File: config.mk
export PLATFORM = sky130hd
export DESIGN_NAME = multdiv
export DESIGN_NICKNAME = d
export VERILOG_FILES = /design/src/hdl/arith_pkg.sv /design/src/hdl/multdiv_pkg.sv /design/src/hdl/wallace_32.sv /design/src/hdl/restoring_divider.sv /design/src/hdl/multdiv_ctrl.sv /design/src/hdl/multdiv.sv
export SDC_FILE = /design/constraint.sdc
export NUM_CORES = 2
export LEC_CHECK = 0
export BUFFER_PORTS_ARGS = -buffer_cell sky130_fd_sc_hd__buf_2
export CAP_MARGIN = 20
export CORE_ASPECT_RATIO = 0.7
export CORE_MARGIN = 5
export CORE_UTILIZATION = 60
export CTS_BUF_LIST = sky130_fd_sc_hd__clkbuf_8
export DETAILED_ROUTE_END_ITERATION = 16
export PLACE_DENSITY_LB_ADDON = 0.2
export SYNTH_ARGS = -nofsm -noshare
export SYNTH_HDL_FRONTEND = slang
export SYNTH_SLANG_ARGS = --single-unit
File: constraint.sdc
create_clock -name clk -period 85.6 [get_ports clk]
set_input_delay 8.56 -clock clk [delete_from_list [all_inputs] [get_ports clk]]
set_output_delay 8.56 -clock clk [all_outputs]
set_load 0.03 [all_outputs]
File: src/hdl/arith_pkg.sv
`default_nettype none

package arith_pkg;

    // operand and result width of the unit
    localparam int XLEN = 32;

    // full unsigned product width
    // the multiplier fills all of it
    localparam int PLEN = 2 * XLEN;

    // restoring divider resolves one quotient bit per step
    localparam int DIV_STEPS = XLEN;

    // step counter must hold DIV_STEPS itself
    // so one bit more than log2(XLEN)
    localparam int STEP_W = 6;

endpackage : arith_pkg

`default_nettype wire

File: src/hdl/multdiv_pkg.sv
`default_nettype none

package multdiv_pkg;

    import arith_pkg::*;

    // operation held while the unit is busy
    typedef enum logic {
        MD_MUL = 1'b0,
        MD_DIV = 1'b1
    } md_op_e;

    // request captured on the start strobe
    typedef struct packed {
        md_op_e          op;
        logic [XLEN-1:0] operand_a;
        logic [XLEN-1:0] operand_b;
    } md_req_t;

    // registered response, held until the next completion
    typedef struct packed {
        logic [XLEN-1:0] result;
        logic            exception;
    } md_resp_t;

    // unsigned divider result
    typedef struct packed {
        logic [XLEN-1:0] quotient;
        logic [XLEN-1:0] remainder;
    } div_out_t;

endpackage : multdiv_pkg

`default_nettype wire

File: src/hdl/wallace_32.sv
`timescale 1ns/1ps
`default_nettype none

module wallace_32
    import arith_pkg::*;
(
    input  logic [XLEN-1:0] a,
    input  logic [XLEN-1:0] b,
    output logic [PLEN-1:0] product
);

    // partial products, row i is a gated by b[i]
    logic [XLEN-1:0] pp [XLEN];

    // running carry-save pair after each row has been added
    // carry bit j weighs 2^(j+1)
    logic [PLEN-1:0] row_sum   [XLEN];
    logic [PLEN-1:0] row_carry [XLEN];

    // final carry-propagate stage
    logic [PLEN-1:0] fin_sum;
    logic [PLEN-1:0] fin_cin;
    logic [PLEN-1:0] ripple;

    genvar i, j, k;

    // AND array
    for (i = 0; i < XLEN; i = i + 1) begin : gen_pp_row
        for (j = 0; j < XLEN; j = j + 1) begin : gen_pp_bit
            assign pp[i][j] = a[j] & b[i];
        end
    end

    // first row seeds the sum, no carries yet
    assign row_sum[0]   = {{(PLEN-XLEN){1'b0}}, pp[0]};
    assign row_carry[0] = '0;

    // fold each shifted row into the sum/carry pair
    for (i = 1; i < XLEN; i = i + 1) begin : gen_csa_row
        logic [PLEN-1:0] shifted;
        logic [PLEN-1:0] cin_vec;

        assign shifted = PLEN'(pp[i]) << i;
        // previous carries line up one bit to the left
        assign cin_vec = {row_carry[i-1][PLEN-2:0], 1'b0};

        for (j = 0; j < PLEN; j = j + 1) begin : gen_fa
            // plain full adder per bit
            assign row_sum[i][j] = row_sum[i-1][j] ^ shifted[j] ^ cin_vec[j];
            assign row_carry[i][j] = (row_sum[i-1][j] & shifted[j])
                                   | (cin_vec[j] & (row_sum[i-1][j] ^ shifted[j]));
        end
    end

    // last row still in redundant form
    assign fin_sum = row_sum[XLEN-1];
    assign fin_cin = {row_carry[XLEN-1][PLEN-2:0], 1'b0};

    // ripple chain, no carry into bit 0
    assign ripple[0] = 1'b0;

    for (k = 0; k < PLEN; k = k + 1) begin : gen_rca_sum
        assign product[k] = fin_sum[k] ^ fin_cin[k] ^ ripple[k];
    end

    // carry out of the top bit cannot be set for an unsigned 32x32 product
    for (k = 0; k < PLEN - 1; k = k + 1) begin : gen_rca_carry
        assign ripple[k+1] = (fin_sum[k] & fin_cin[k])
                           | (ripple[k] & (fin_sum[k] ^ fin_cin[k]));
    end

endmodule : wallace_32

`default_nettype wire

File: src/hdl/restoring_divider.sv
`timescale 1ns/1ps
`default_nettype none

module restoring_divider
    import arith_pkg::*;
    import multdiv_pkg::*;
(
    input  logic            clk,
    input  logic            rst_n,
    input  logic            start,
    input  logic [XLEN-1:0] dividend,
    input  logic [XLEN-1:0] divisor,
    output logic            done,
    output div_out_t        div_out
);

    // partial remainder
    logic [XLEN-1:0] rem;
    // dividend shifts out the top while quotient bits shift in at the bottom
    logic [XLEN-1:0] quo;
    // divisor held for the whole run
    logic [XLEN-1:0] dvs;
    // steps still to go, zero when idle
    logic [STEP_W-1:0] step_cnt;
    logic              busy;

    // one extra bit so the trial subtract shows its sign
    logic [XLEN:0] shifted;
    logic [XLEN:0] trial;
    logic          trial_neg;

    assign busy = (step_cnt != '0);

    // shift in the next dividend bit, then try the subtract
    assign shifted   = {rem, quo[XLEN-1]};
    assign trial     = shifted - {1'b0, dvs};
    assign trial_neg = trial[XLEN];

    // control state
    always_ff @(posedge clk) begin
        if (!rst_n) begin
            step_cnt <= '0;
            done     <= 1'b0;
        end else begin
            done <= 1'b0;
            if (busy) begin
                step_cnt <= step_cnt - 1'b1;
                // last step this edge, result valid next cycle
                if (step_cnt == STEP_W'(1)) begin
                    done <= 1'b1;
                end
            end else if (start) begin
                step_cnt <= STEP_W'(DIV_STEPS);
            end
        end
    end

    // datapath
    always_ff @(posedge clk) begin
        if (busy) begin
            // restore by keeping the shifted value on a negative trial
            if (trial_neg) begin
                rem <= shifted[XLEN-1:0];
            end else begin
                rem <= trial[XLEN-1:0];
            end
            quo <= {quo[XLEN-2:0], ~trial_neg};
        end else if (start) begin
            rem <= '0;
            quo <= dividend;
            dvs <= divisor;
        end
    end

    // registers stay put while idle, so the result holds after done
    assign div_out.quotient  = quo;
    assign div_out.remainder = rem;

endmodule : restoring_divider

`default_nettype wire

File: src/hdl/multdiv_ctrl.sv
`timescale 1ns/1ps
`default_nettype none

module multdiv_ctrl
    import arith_pkg::*;
    import multdiv_pkg::*;
(
    input  logic            clk,
    input  logic            rst_n,
    input  logic            ctrl_mult,
    input  logic            ctrl_div,
    input  logic [XLEN-1:0] data_operand_a,
    input  logic [XLEN-1:0] data_operand_b,
    output logic [XLEN-1:0] mul_a,
    output logic [XLEN-1:0] mul_b,
    input  logic [PLEN-1:0] product,
    output logic            div_start,
    output logic [XLEN-1:0] div_dividend,
    output logic [XLEN-1:0] div_divisor,
    input  logic            div_done,
    input  div_out_t        div_out,
    output md_resp_t        resp,
    output logic            result_rdy
);

    md_req_t  req;
    logic     busy;
    logic     accept;
    logic     finish;
    md_resp_t resp_next;

    // sign handling on the latched operands
    logic            neg_a;
    logic            neg_b;
    logic            res_neg;
    logic [XLEN-1:0] abs_a;
    logic [XLEN-1:0] abs_b;
    logic            div_zero;

    // signed results
    logic [PLEN-1:0] prod_signed;
    logic [XLEN-1:0] quot_signed;
    logic            mul_ovf;

    // strobes while busy are dropped
    assign accept = !busy && (ctrl_mult || ctrl_div);

    assign neg_a   = req.operand_a[XLEN-1];
    assign neg_b   = req.operand_b[XLEN-1];
    assign res_neg = neg_a ^ neg_b;
    // most negative value maps to 2^31, still right as unsigned
    assign abs_a   = neg_a ? -req.operand_a : req.operand_a;
    assign abs_b   = neg_b ? -req.operand_b : req.operand_b;

    assign div_zero = (req.operand_b == '0);

    // both datapath blocks see the same magnitudes
    assign mul_a        = abs_a;
    assign mul_b        = abs_b;
    assign div_dividend = abs_a;
    assign div_divisor  = abs_b;

    assign prod_signed = res_neg ? -product : product;
    assign quot_signed = res_neg ? -div_out.quotient : div_out.quotient;

    // fits in 32 bits only if the upper half is a copy of bit 31
    assign mul_ovf = !(&prod_signed[PLEN-1:XLEN-1]) && (|prod_signed[PLEN-1:XLEN-1]);

    // multiply and divide by zero finish one edge after the latch
    // a real divide waits for the divider
    assign finish = busy && ((req.op == MD_MUL) || div_zero || div_done);

    always_comb begin
        resp_next = '0;
        if (req.op == MD_MUL) begin
            resp_next.result    = prod_signed[XLEN-1:0];
            resp_next.exception = mul_ovf;
        end else if (div_zero) begin
            // result stays zero
            resp_next.exception = 1'b1;
        end else begin
            resp_next.result = quot_signed;
        end
    end

    // request latch
    always_ff @(posedge clk) begin
        if (accept) begin
            // multiply wins a double strobe
            req.op        <= ctrl_mult ? MD_MUL : MD_DIV;
            req.operand_a <= data_operand_a;
            req.operand_b <= data_operand_b;
        end
    end

    // busy, divider launch, response and ready pulse
    always_ff @(posedge clk) begin
        if (!rst_n) begin
            busy       <= 1'b0;
            div_start  <= 1'b0;
            resp       <= '0;
            result_rdy <= 1'b0;
        end else begin
            div_start  <= 1'b0;
            result_rdy <= 1'b0;
            if (accept) begin
                busy <= 1'b1;
                // divider only runs for a nonzero divisor
                div_start <= !ctrl_mult && (data_operand_b != '0);
            end else if (finish) begin
                busy       <= 1'b0;
                resp       <= resp_next;
                result_rdy <= 1'b1;
            end
        end
    end

endmodule : multdiv_ctrl

`default_nettype wire

File: src/hdl/multdiv.sv
`timescale 1ns/1ps
`default_nettype none

module multdiv
    import arith_pkg::*;
    import multdiv_pkg::*;
(
    input  logic            clk,
    input  logic            rst_n,
    input  logic            ctrl_mult,
    input  logic            ctrl_div,
    input  logic [XLEN-1:0] data_operand_a,
    input  logic [XLEN-1:0] data_operand_b,
    output logic [XLEN-1:0] data_result,
    output logic            data_exception,
    output logic            data_result_rdy
);

    // multiplier side
    logic [XLEN-1:0] mul_a;
    logic [XLEN-1:0] mul_b;
    logic [PLEN-1:0] product;

    // divider side
    logic            div_start;
    logic [XLEN-1:0] div_dividend;
    logic [XLEN-1:0] div_divisor;
    logic            div_done;
    div_out_t        div_out;

    md_resp_t resp;

    multdiv_ctrl u_ctrl (
        .clk            (clk),
        .rst_n          (rst_n),
        .ctrl_mult      (ctrl_mult),
        .ctrl_div       (ctrl_div),
        .data_operand_a (data_operand_a),
        .data_operand_b (data_operand_b),
        .mul_a          (mul_a),
        .mul_b          (mul_b),
        .product        (product),
        .div_start      (div_start),
        .div_dividend   (div_dividend),
        .div_divisor    (div_divisor),
        .div_done       (div_done),
        .div_out        (div_out),
        .resp           (resp),
        .result_rdy     (data_result_rdy)
    );

    // combinational unsigned product
    wallace_32 u_mul (
        .a       (mul_a),
        .b       (mul_b),
        .product (product)
    );

    restoring_divider u_div (
        .clk      (clk),
        .rst_n    (rst_n),
        .start    (div_start),
        .dividend (div_dividend),
        .divisor  (div_divisor),
        .done     (div_done),
        .div_out  (div_out)
    );

    assign data_result    = resp.result;
    assign data_exception = resp.exception;

endmodule : multdiv

`default_nettype wire

* After elaboration in Yosys (flattened, before gate mapping)
Cells that the tools add are included.
** Operators by class
- Multiplexer cells :: 19
- $lt $le $gt $ge :: 0
- Shift operators :: 0
- Eq/ne operators :: 1
- Reductions and logical operators :: 22
- $mul :: 0
- $add $sub $neg :: 6
- Bitwise logic cells :: 5894
- Div/mod/pow operators :: 0
** Operator list (number)
- 1-bit bitwise AND :: 2976
- 1-bit bitwise XOR :: 1953
- 1-bit OR :: 960
- 32-bit two-way mux :: 9
- 32-bit negation :: 3
- 64-bit two-way mux :: 1
- 64-bit negation :: 1
- 33-bit two-way mux :: 1
- 33-bit AND reduction :: 1
- 33-bit OR reduction :: 1
- 33-bit by 32-bit subtractor with 33-bit output :: 1
- 32-bit logical NOT :: 1
- 32-bit nonzero test :: 1
- 6-bit two-way mux :: 2
- 2-bit AND reduction :: 4
- 6-bit by 1-bit equality test with 1-bit output, second input constant :: 1
- 1-bit two-way mux :: 6
- 6-bit nonzero test :: 1
- 6-bit by 1-bit subtractor with 6-bit output, second input constant :: 1
- 1-bit NOT :: 5
- 1-bit logical AND :: 4
- 2-bit nonzero test :: 2
- 1-bit logical NOT :: 3
- 1-bit logical OR :: 3
- 2-bit OR reduction :: 1
** Storage, ports and cells
- Bits of input ports :: 68
- Logic and storage cells :: 5955
- Output and inout port bits :: 34
- Memory bits (read-only) :: 0
- Bits in registers :: 204
- Latch bits :: 0
- Bits in writable memories :: 0
- Memories kept :: 0

* Longest topological paths before layout
- Depth after elaboration :: 132
- Depth in mapped cells :: 84
- Gate-level depth less buffers :: 83

* Cells and area by module
A second synthesis with hierarchy kept.
** Unflattened totals
- Cells, all modules :: 3964
- Area, all modules :: 41508.6 um^2
** Modules (own cells, without submodules)
- wallace_32 :: sequential area each 0.0 um^2, cells each 2435, area an instance 27488.9 um^2, instances 1
- multdiv_ctrl :: sequential area each 2672.6 um^2, cells each 903, area an instance 7861.3 um^2, instances 1
- restoring_divider :: sequential area each 3022.9 um^2, cells each 626, area an instance 6158.4 um^2, instances 1

* Least setup slack after synthesis
Ideal clock, no wire load.
- Path kind :: register -> register
- Start point :: register u_ctrl.req[32] in the netlist's numbering
- End point :: register, netlist name u_ctrl.resp[0]
- Setup time :: 0.123 ns
- Setup slack :: 54.354 ns
- Path buffers :: 2
- Required time :: 85.477 ns
- Stages on the path, launching flop included :: 85
- Arrival time :: 31.124 ns
- Clock period less this slack :: 31.246 ns
- Cell sequence :: edfxtp_1 -> inv_1 -> clkbuf_1 -> ha_1 -> nand4_1 -> or4_1 -> or4_1 -> o41ai_1 -> xor2_1 -> buf_2 -> nor2_1 -> ha_1 -> inv_1 -> fa_1 -> fa_1 -> inv_1 -> fa_1 -> fa_1 -> (+49 left out) -> fa_1 -> fa_1 -> fa_1 -> fa_1 -> fa_1 -> inv_1 -> fa_1 -> fa_1 -> fa_1 -> fa_1 -> or4_1 -> nor2_1 -> a311oi_1 -> nor2_1 -> nand2_1 -> or4_1 -> o2111ai_1 -> a21boi_1
** Between the ends
- Word-level cells in the longest chain between the ends :: 132
- Elaborated cells on any way between the ends :: 5897
- Classes of those cells :: add/sub: 2; mux: 3; bitwise: 5888; reduce/logical: 4
** RTL lines
- from (decl) :: line multdiv_ctrl.sv:26 : md_req_t req;
- 32-bit negation :: line multdiv_ctrl.sv:52 : assign abs_a = neg_a ? -req.operand_a : req.operand_a;
- 32-bit two-way mux * :: line multdiv_ctrl.sv:52
- 1-bit bitwise AND :: line wallace_32.sv:30 : assign pp[i][j] = a[j] & b[i];
- 1-bit bitwise XOR :: line wallace_32.sv:49 : assign row_sum[i][j] = row_sum[i-1][j] ^ shifted[j] ^ cin_vec[j];
- 1-bit bitwise XOR :: line wallace_32.sv:49, wallace_32.sv:51
- 1-bit bitwise AND / 1-bit bitwise XOR (equally long branches) :: line wallace_32.sv:51, wallace_32.sv:49
- 1-bit OR / 1-bit bitwise XOR (equally long branches) :: line wallace_32.sv:51, wallace_32.sv:49
- 1-bit bitwise AND / 1-bit bitwise XOR (equally long branches) :: line wallace_32.sv:51, wallace_32.sv:49
- (+116 left out)
- 1-bit bitwise AND :: line wallace_32.sv:69 : | (ripple[k] & (fin_sum[k] ^ fin_cin[k]));
- 1-bit OR :: line wallace_32.sv:69
- 64-bit negation :: line multdiv_ctrl.sv:63 : assign prod_signed = res_neg ? -product : product;
- 64-bit two-way mux * :: line multdiv_ctrl.sv:63
- 33-bit AND reduction :: line multdiv_ctrl.sv:67 : assign mul_ovf = !(&prod_signed[PLEN-1:XLEN-1]) && (|prod_signed[PLEN-1:XLEN-1]);
- 1-bit logical NOT :: line multdiv_ctrl.sv:67
- 1-bit logical AND * :: line multdiv_ctrl.sv:67
- 33-bit two-way mux * :: line multdiv_ctrl.sv:75 : if (req.op == MD_MUL) begin
Every way passes the cells marked *; elsewhere a longest branch is shown, timed or not.
A chain may end at the register's enable or synchronous reset.

* Worst setup path after layout
- Start point :: register u_ctrl.req[32] in the netlist's numbering
- End point :: register, netlist name u_ctrl.resp[0]
** Between the ends
- Word-level cells in the longest chain between the ends :: 132
- Elaborated cells on any way between the ends :: 5897
- Classes of those cells :: add/sub: 2; mux: 3; bitwise: 5888; reduce/logical: 4
** RTL lines (line)
- 32-bit negation :: multdiv_ctrl.sv:52
- 32-bit two-way mux * :: multdiv_ctrl.sv:52
- 1-bit bitwise AND :: wallace_32.sv:30
- 1-bit bitwise XOR :: wallace_32.sv:49
- 1-bit bitwise XOR :: wallace_32.sv:49, wallace_32.sv:51
- 1-bit bitwise AND / 1-bit bitwise XOR (equally long branches) :: wallace_32.sv:51, wallace_32.sv:49
- 1-bit OR / 1-bit bitwise XOR (equally long branches) :: wallace_32.sv:51, wallace_32.sv:49
- 1-bit bitwise AND / 1-bit bitwise XOR (equally long branches) :: wallace_32.sv:51, wallace_32.sv:49
- (+116 left out)
- 1-bit bitwise AND :: wallace_32.sv:69
- 1-bit OR :: wallace_32.sv:69
- 64-bit negation :: multdiv_ctrl.sv:63
- 64-bit two-way mux * :: multdiv_ctrl.sv:63
- 33-bit AND reduction :: multdiv_ctrl.sv:67
- 1-bit logical NOT :: multdiv_ctrl.sv:67
- 1-bit logical AND * :: multdiv_ctrl.sv:67
- 33-bit two-way mux * :: multdiv_ctrl.sv:75
Marked as above.

==> impl_metrics.ini <==
[cts]
clk-insertion-delay-late_ns = 0.64
cts_tree = done
post_cts_buffers = 0
cts_buffers = 36
clock-root-buffer = clkbuf_8
clock_path_buffers = 3
cts_sinks = 204
h-tree-depth = 2
cts_hold_buf = 0
path_clk_slew_ns = 0.07
cts_resized = 0

[placed_design]
dp_hpwl_mm = 82.6
gp_congestion = 0.984
port_buffers = 101

[layout]
multiInputGateArea_um2 = 31200
area_growth_pct = 6.11
drive_gt1_share_pct = 9.60
fillerInstances = 5217
seq_area_um2 = 5700
final_nets = 4895

[sta]
tightest_slew_ns = 1.05
setup-violations-final = 0
rsz0062_at_grt = false
fin_hold_ws_ns = 0.491
min_period_ns = 33.18
timing.fmax_mhz = 30.1
hold_violations = 0
min_period_over_period_pct = 38.8
setup_tns_ns = 0
slew_headroom_pct = 28.1
clock_skew_ns = 0.0457
drv_slew = 0

[setup_path]
endpoint_kind = flop
start_kind = flop
r2r_setup_slack_ns = 52.42
path_common_cell = fa_1
slowest_stage = or4_1
crit_type = flop to flop
reg2reg_from = u_ctrl.req[32]$_DFFE_PP_
cp.required_ns = 86.12
cp.arrival_ns = 33.70
r2r-end = u_ctrl.resp[0]$_SDFFE_PN0P_
rr_worst_depth = 84
crit_path_max_fanout = 33
critPathMaxStageDelay_ns = 0.59

[synth]
yosysMostFrequentCell = nor2_1
yosysTopAreaCellShare_pct = 49.9
ys_seq_elements = 204
synthTopCellsByArea = fa_1 50%, edfxtp_1 13%, nor2_1 9.8%, inv_1 2.9%, ha_1 2.3%
ys_types = 77
netlist_top_cells_count = 1005 x nor2_1, 961 x fa_1, 295 x inv_1
synthArstFlopShare_pct = 0
synth-edff-count = 161
yosys.area.top_type = fa_1
syn_inst = 3846
postSynth.topFlopCell = edfxtp_1
synth.net_count = 4945
avgSynthCellArea_um2 = 10.0
syn_area_um2 = 38500
synth_warnings = 0
synth_seq_area_share_pct = 14.8

[global_routing]
grt_use_total_pct = 32.0
grt_pass1_wl_mm = 171
gr-total-overflow = 0
grt_max_degree = 68
antenna_found_initial = 5
grt_pass1_vias = 29200

[die]
dieArea_um2 = 69400
die_h_um = 222
start_util_pct = 60.8
io_pins = 102
core_area_um2 = 63400
rows = 77
die_width_um = 313

[drt]
ant_nets = 0
remaining_drc_errors = 0
post_drt_via_cell_ratio = 6.11
wire_per_inst_um = 23.0
initialDrtViolationCount = 2927
drtPass1Iterations = 5
totalWireLength_mm = 107
num_vias = 28400

[run]
maxCapViolCount = 0

[worst_hold_path]
hp-class = flop to flop
hp-start = u_div.step_cnt[4]$_SDFFE_PN0P_
hold_end = u_div.step_cnt[4]$_SDFFE_PN0P_
hold_depth = 2

[status]
status = complete, no violations
[kinds of logic (layout without fill, tap and decap cells)]
family                     count (synthesis)  count (layout)  synth area share [%]
adders and majority gates               1031            1031                  52.2
and+or+nand+nor                         1482            1482                  16.6
muxes                                     25              25                 0.653
buffers and inverters                    565             540                  5.68
other                                      0               2                     0
DFF                                      204             204                  14.8
xor gates and xnor gates                 167             167                  3.80
AOI/OAI and AO/OA                        372             372                  6.27
[per-stage QoR]
step	setup slack, ns	utilization [%]	cell area, µm²	instances
4_1_cts	52.45	64.5	40900	4650
5_1_grt	51.33	64.5	40900	4650
2_1_floorplan	54.35	-	38500	3846
3_5_place_dp	52.54	63.3	40100	4587
3_3_place_gp	52.96	63.3	40100	4587
6_report	52.42	64.5	40900	4652
[cell type report]
class / count / area share (%)
Timing Repair Buffer: 181 / 2.71
Multi-Input combinational cell: 3077 / 76.3
Tap cell: 829 / 2.54
Inverter: 296 / 2.72
Clock inverter: 25 / 0.554
Antenna cell: 2 / 0.0122
Clock buffer: 38 / 1.28
Sequential cell: 204 / 13.9
[how the worst max path moves through the flow]
stage / to / from / depth (start not counted) / slack, ns
after global routing: u_ctrl.resp[0]$_SDFFE_PN0P_ / u_ctrl.req[32]$_DFFE_PP_ / 84 / 51.33
after detailed placement: u_ctrl.resp[0]$_SDFFE_PN0P_ / u_ctrl.req[32]$_DFFE_PP_ / 84 / 52.54
after global placement: u_ctrl.resp[0]$_SDFFE_PN0P_ / u_ctrl.req[32]$_DFFE_PP_ / 84 / 52.96
after floorplan: u_ctrl.resp[0]$_SDFFE_PN0P_ / u_ctrl.req[32]$_DFFE_PP_ / 84 / 54.35
after CTS: u_ctrl.resp[0]$_SDFFE_PN0P_ / u_ctrl.req[32]$_DFFE_PP_ / 84 / 52.45
final: u_ctrl.resp[0]$_SDFFE_PN0P_ / u_ctrl.req[32]$_DFFE_PP_ / 84 / 52.42
[routing by layer]
metal  global-route usage, %  up-vias  wire (µm)
li1                        -    12000          -
met1                    48.8    14700      45800
met2                    41.8     1475      42000
met3                    14.5      159      15700
met4                    8.39        4       3510
met5                       0        -         25
[registers in the layout, indices dropped and copies added, names as in the netlist]
| signal | flops |
|---|---|
| u_ctrl.busy | 1 |
| u_ctrl.div_start | 1 |
| u_ctrl.neg_a | 1 |
| u_ctrl.neg_b | 1 |
| u_ctrl.req | 63 |
| u_ctrl.resp | 33 |
| u_ctrl.result_rdy | 1 |
| u_div.done | 1 |
| u_div.dvs | 32 |
| u_div.quo | 32 |
| u_div.rem | 32 |
| u_div.step_cnt | 6 |
[worst max-delay path, delay by kind of cell, from the launching register on]
kind | cells | cell delay, ns
simple gates | 9 | 2.83
xor+xnor | 1 | 0.16
flops | 1 | 0.49
buf+inv | 7 | 1.10
compound gates | 4 | 0.90
fa+ha+maj | 63 | 27.51
[cells in the final DEF, fill, tap and decap left out, types with 7 or more instances in the layout]
cell type	count
a211oi_1	11
or3_1	10
nor2b_1	7
o31ai_1	25
buf_4	80
mux2i_1	22
nand3_1	28
o211a_1	10
o22a_1	25
o21ai_0	100
fa_1	961
xor2_2	54
clkbuf_8	38
xnor2_1	68
inv_1	303
a21oi_1	86
buf_2	101
o41ai_1	17
dfxtp_1	43
edfxtp_1	161
nor2_1	1004
ha_1	70
and3_1	14
nor4_1	35
o221ai_1	8
nand2b_1	27
a31oi_1	23
nand4_1	29
a21o_1	12
nand2_1	168
or4_1	12
nor3_1	41
xor2_1	38
or2_2	53
and2_1	13
Power is left out: the tool's default activity adds up to more than one toggle a clock period on the data nets, which glitch-free logic cannot reach.
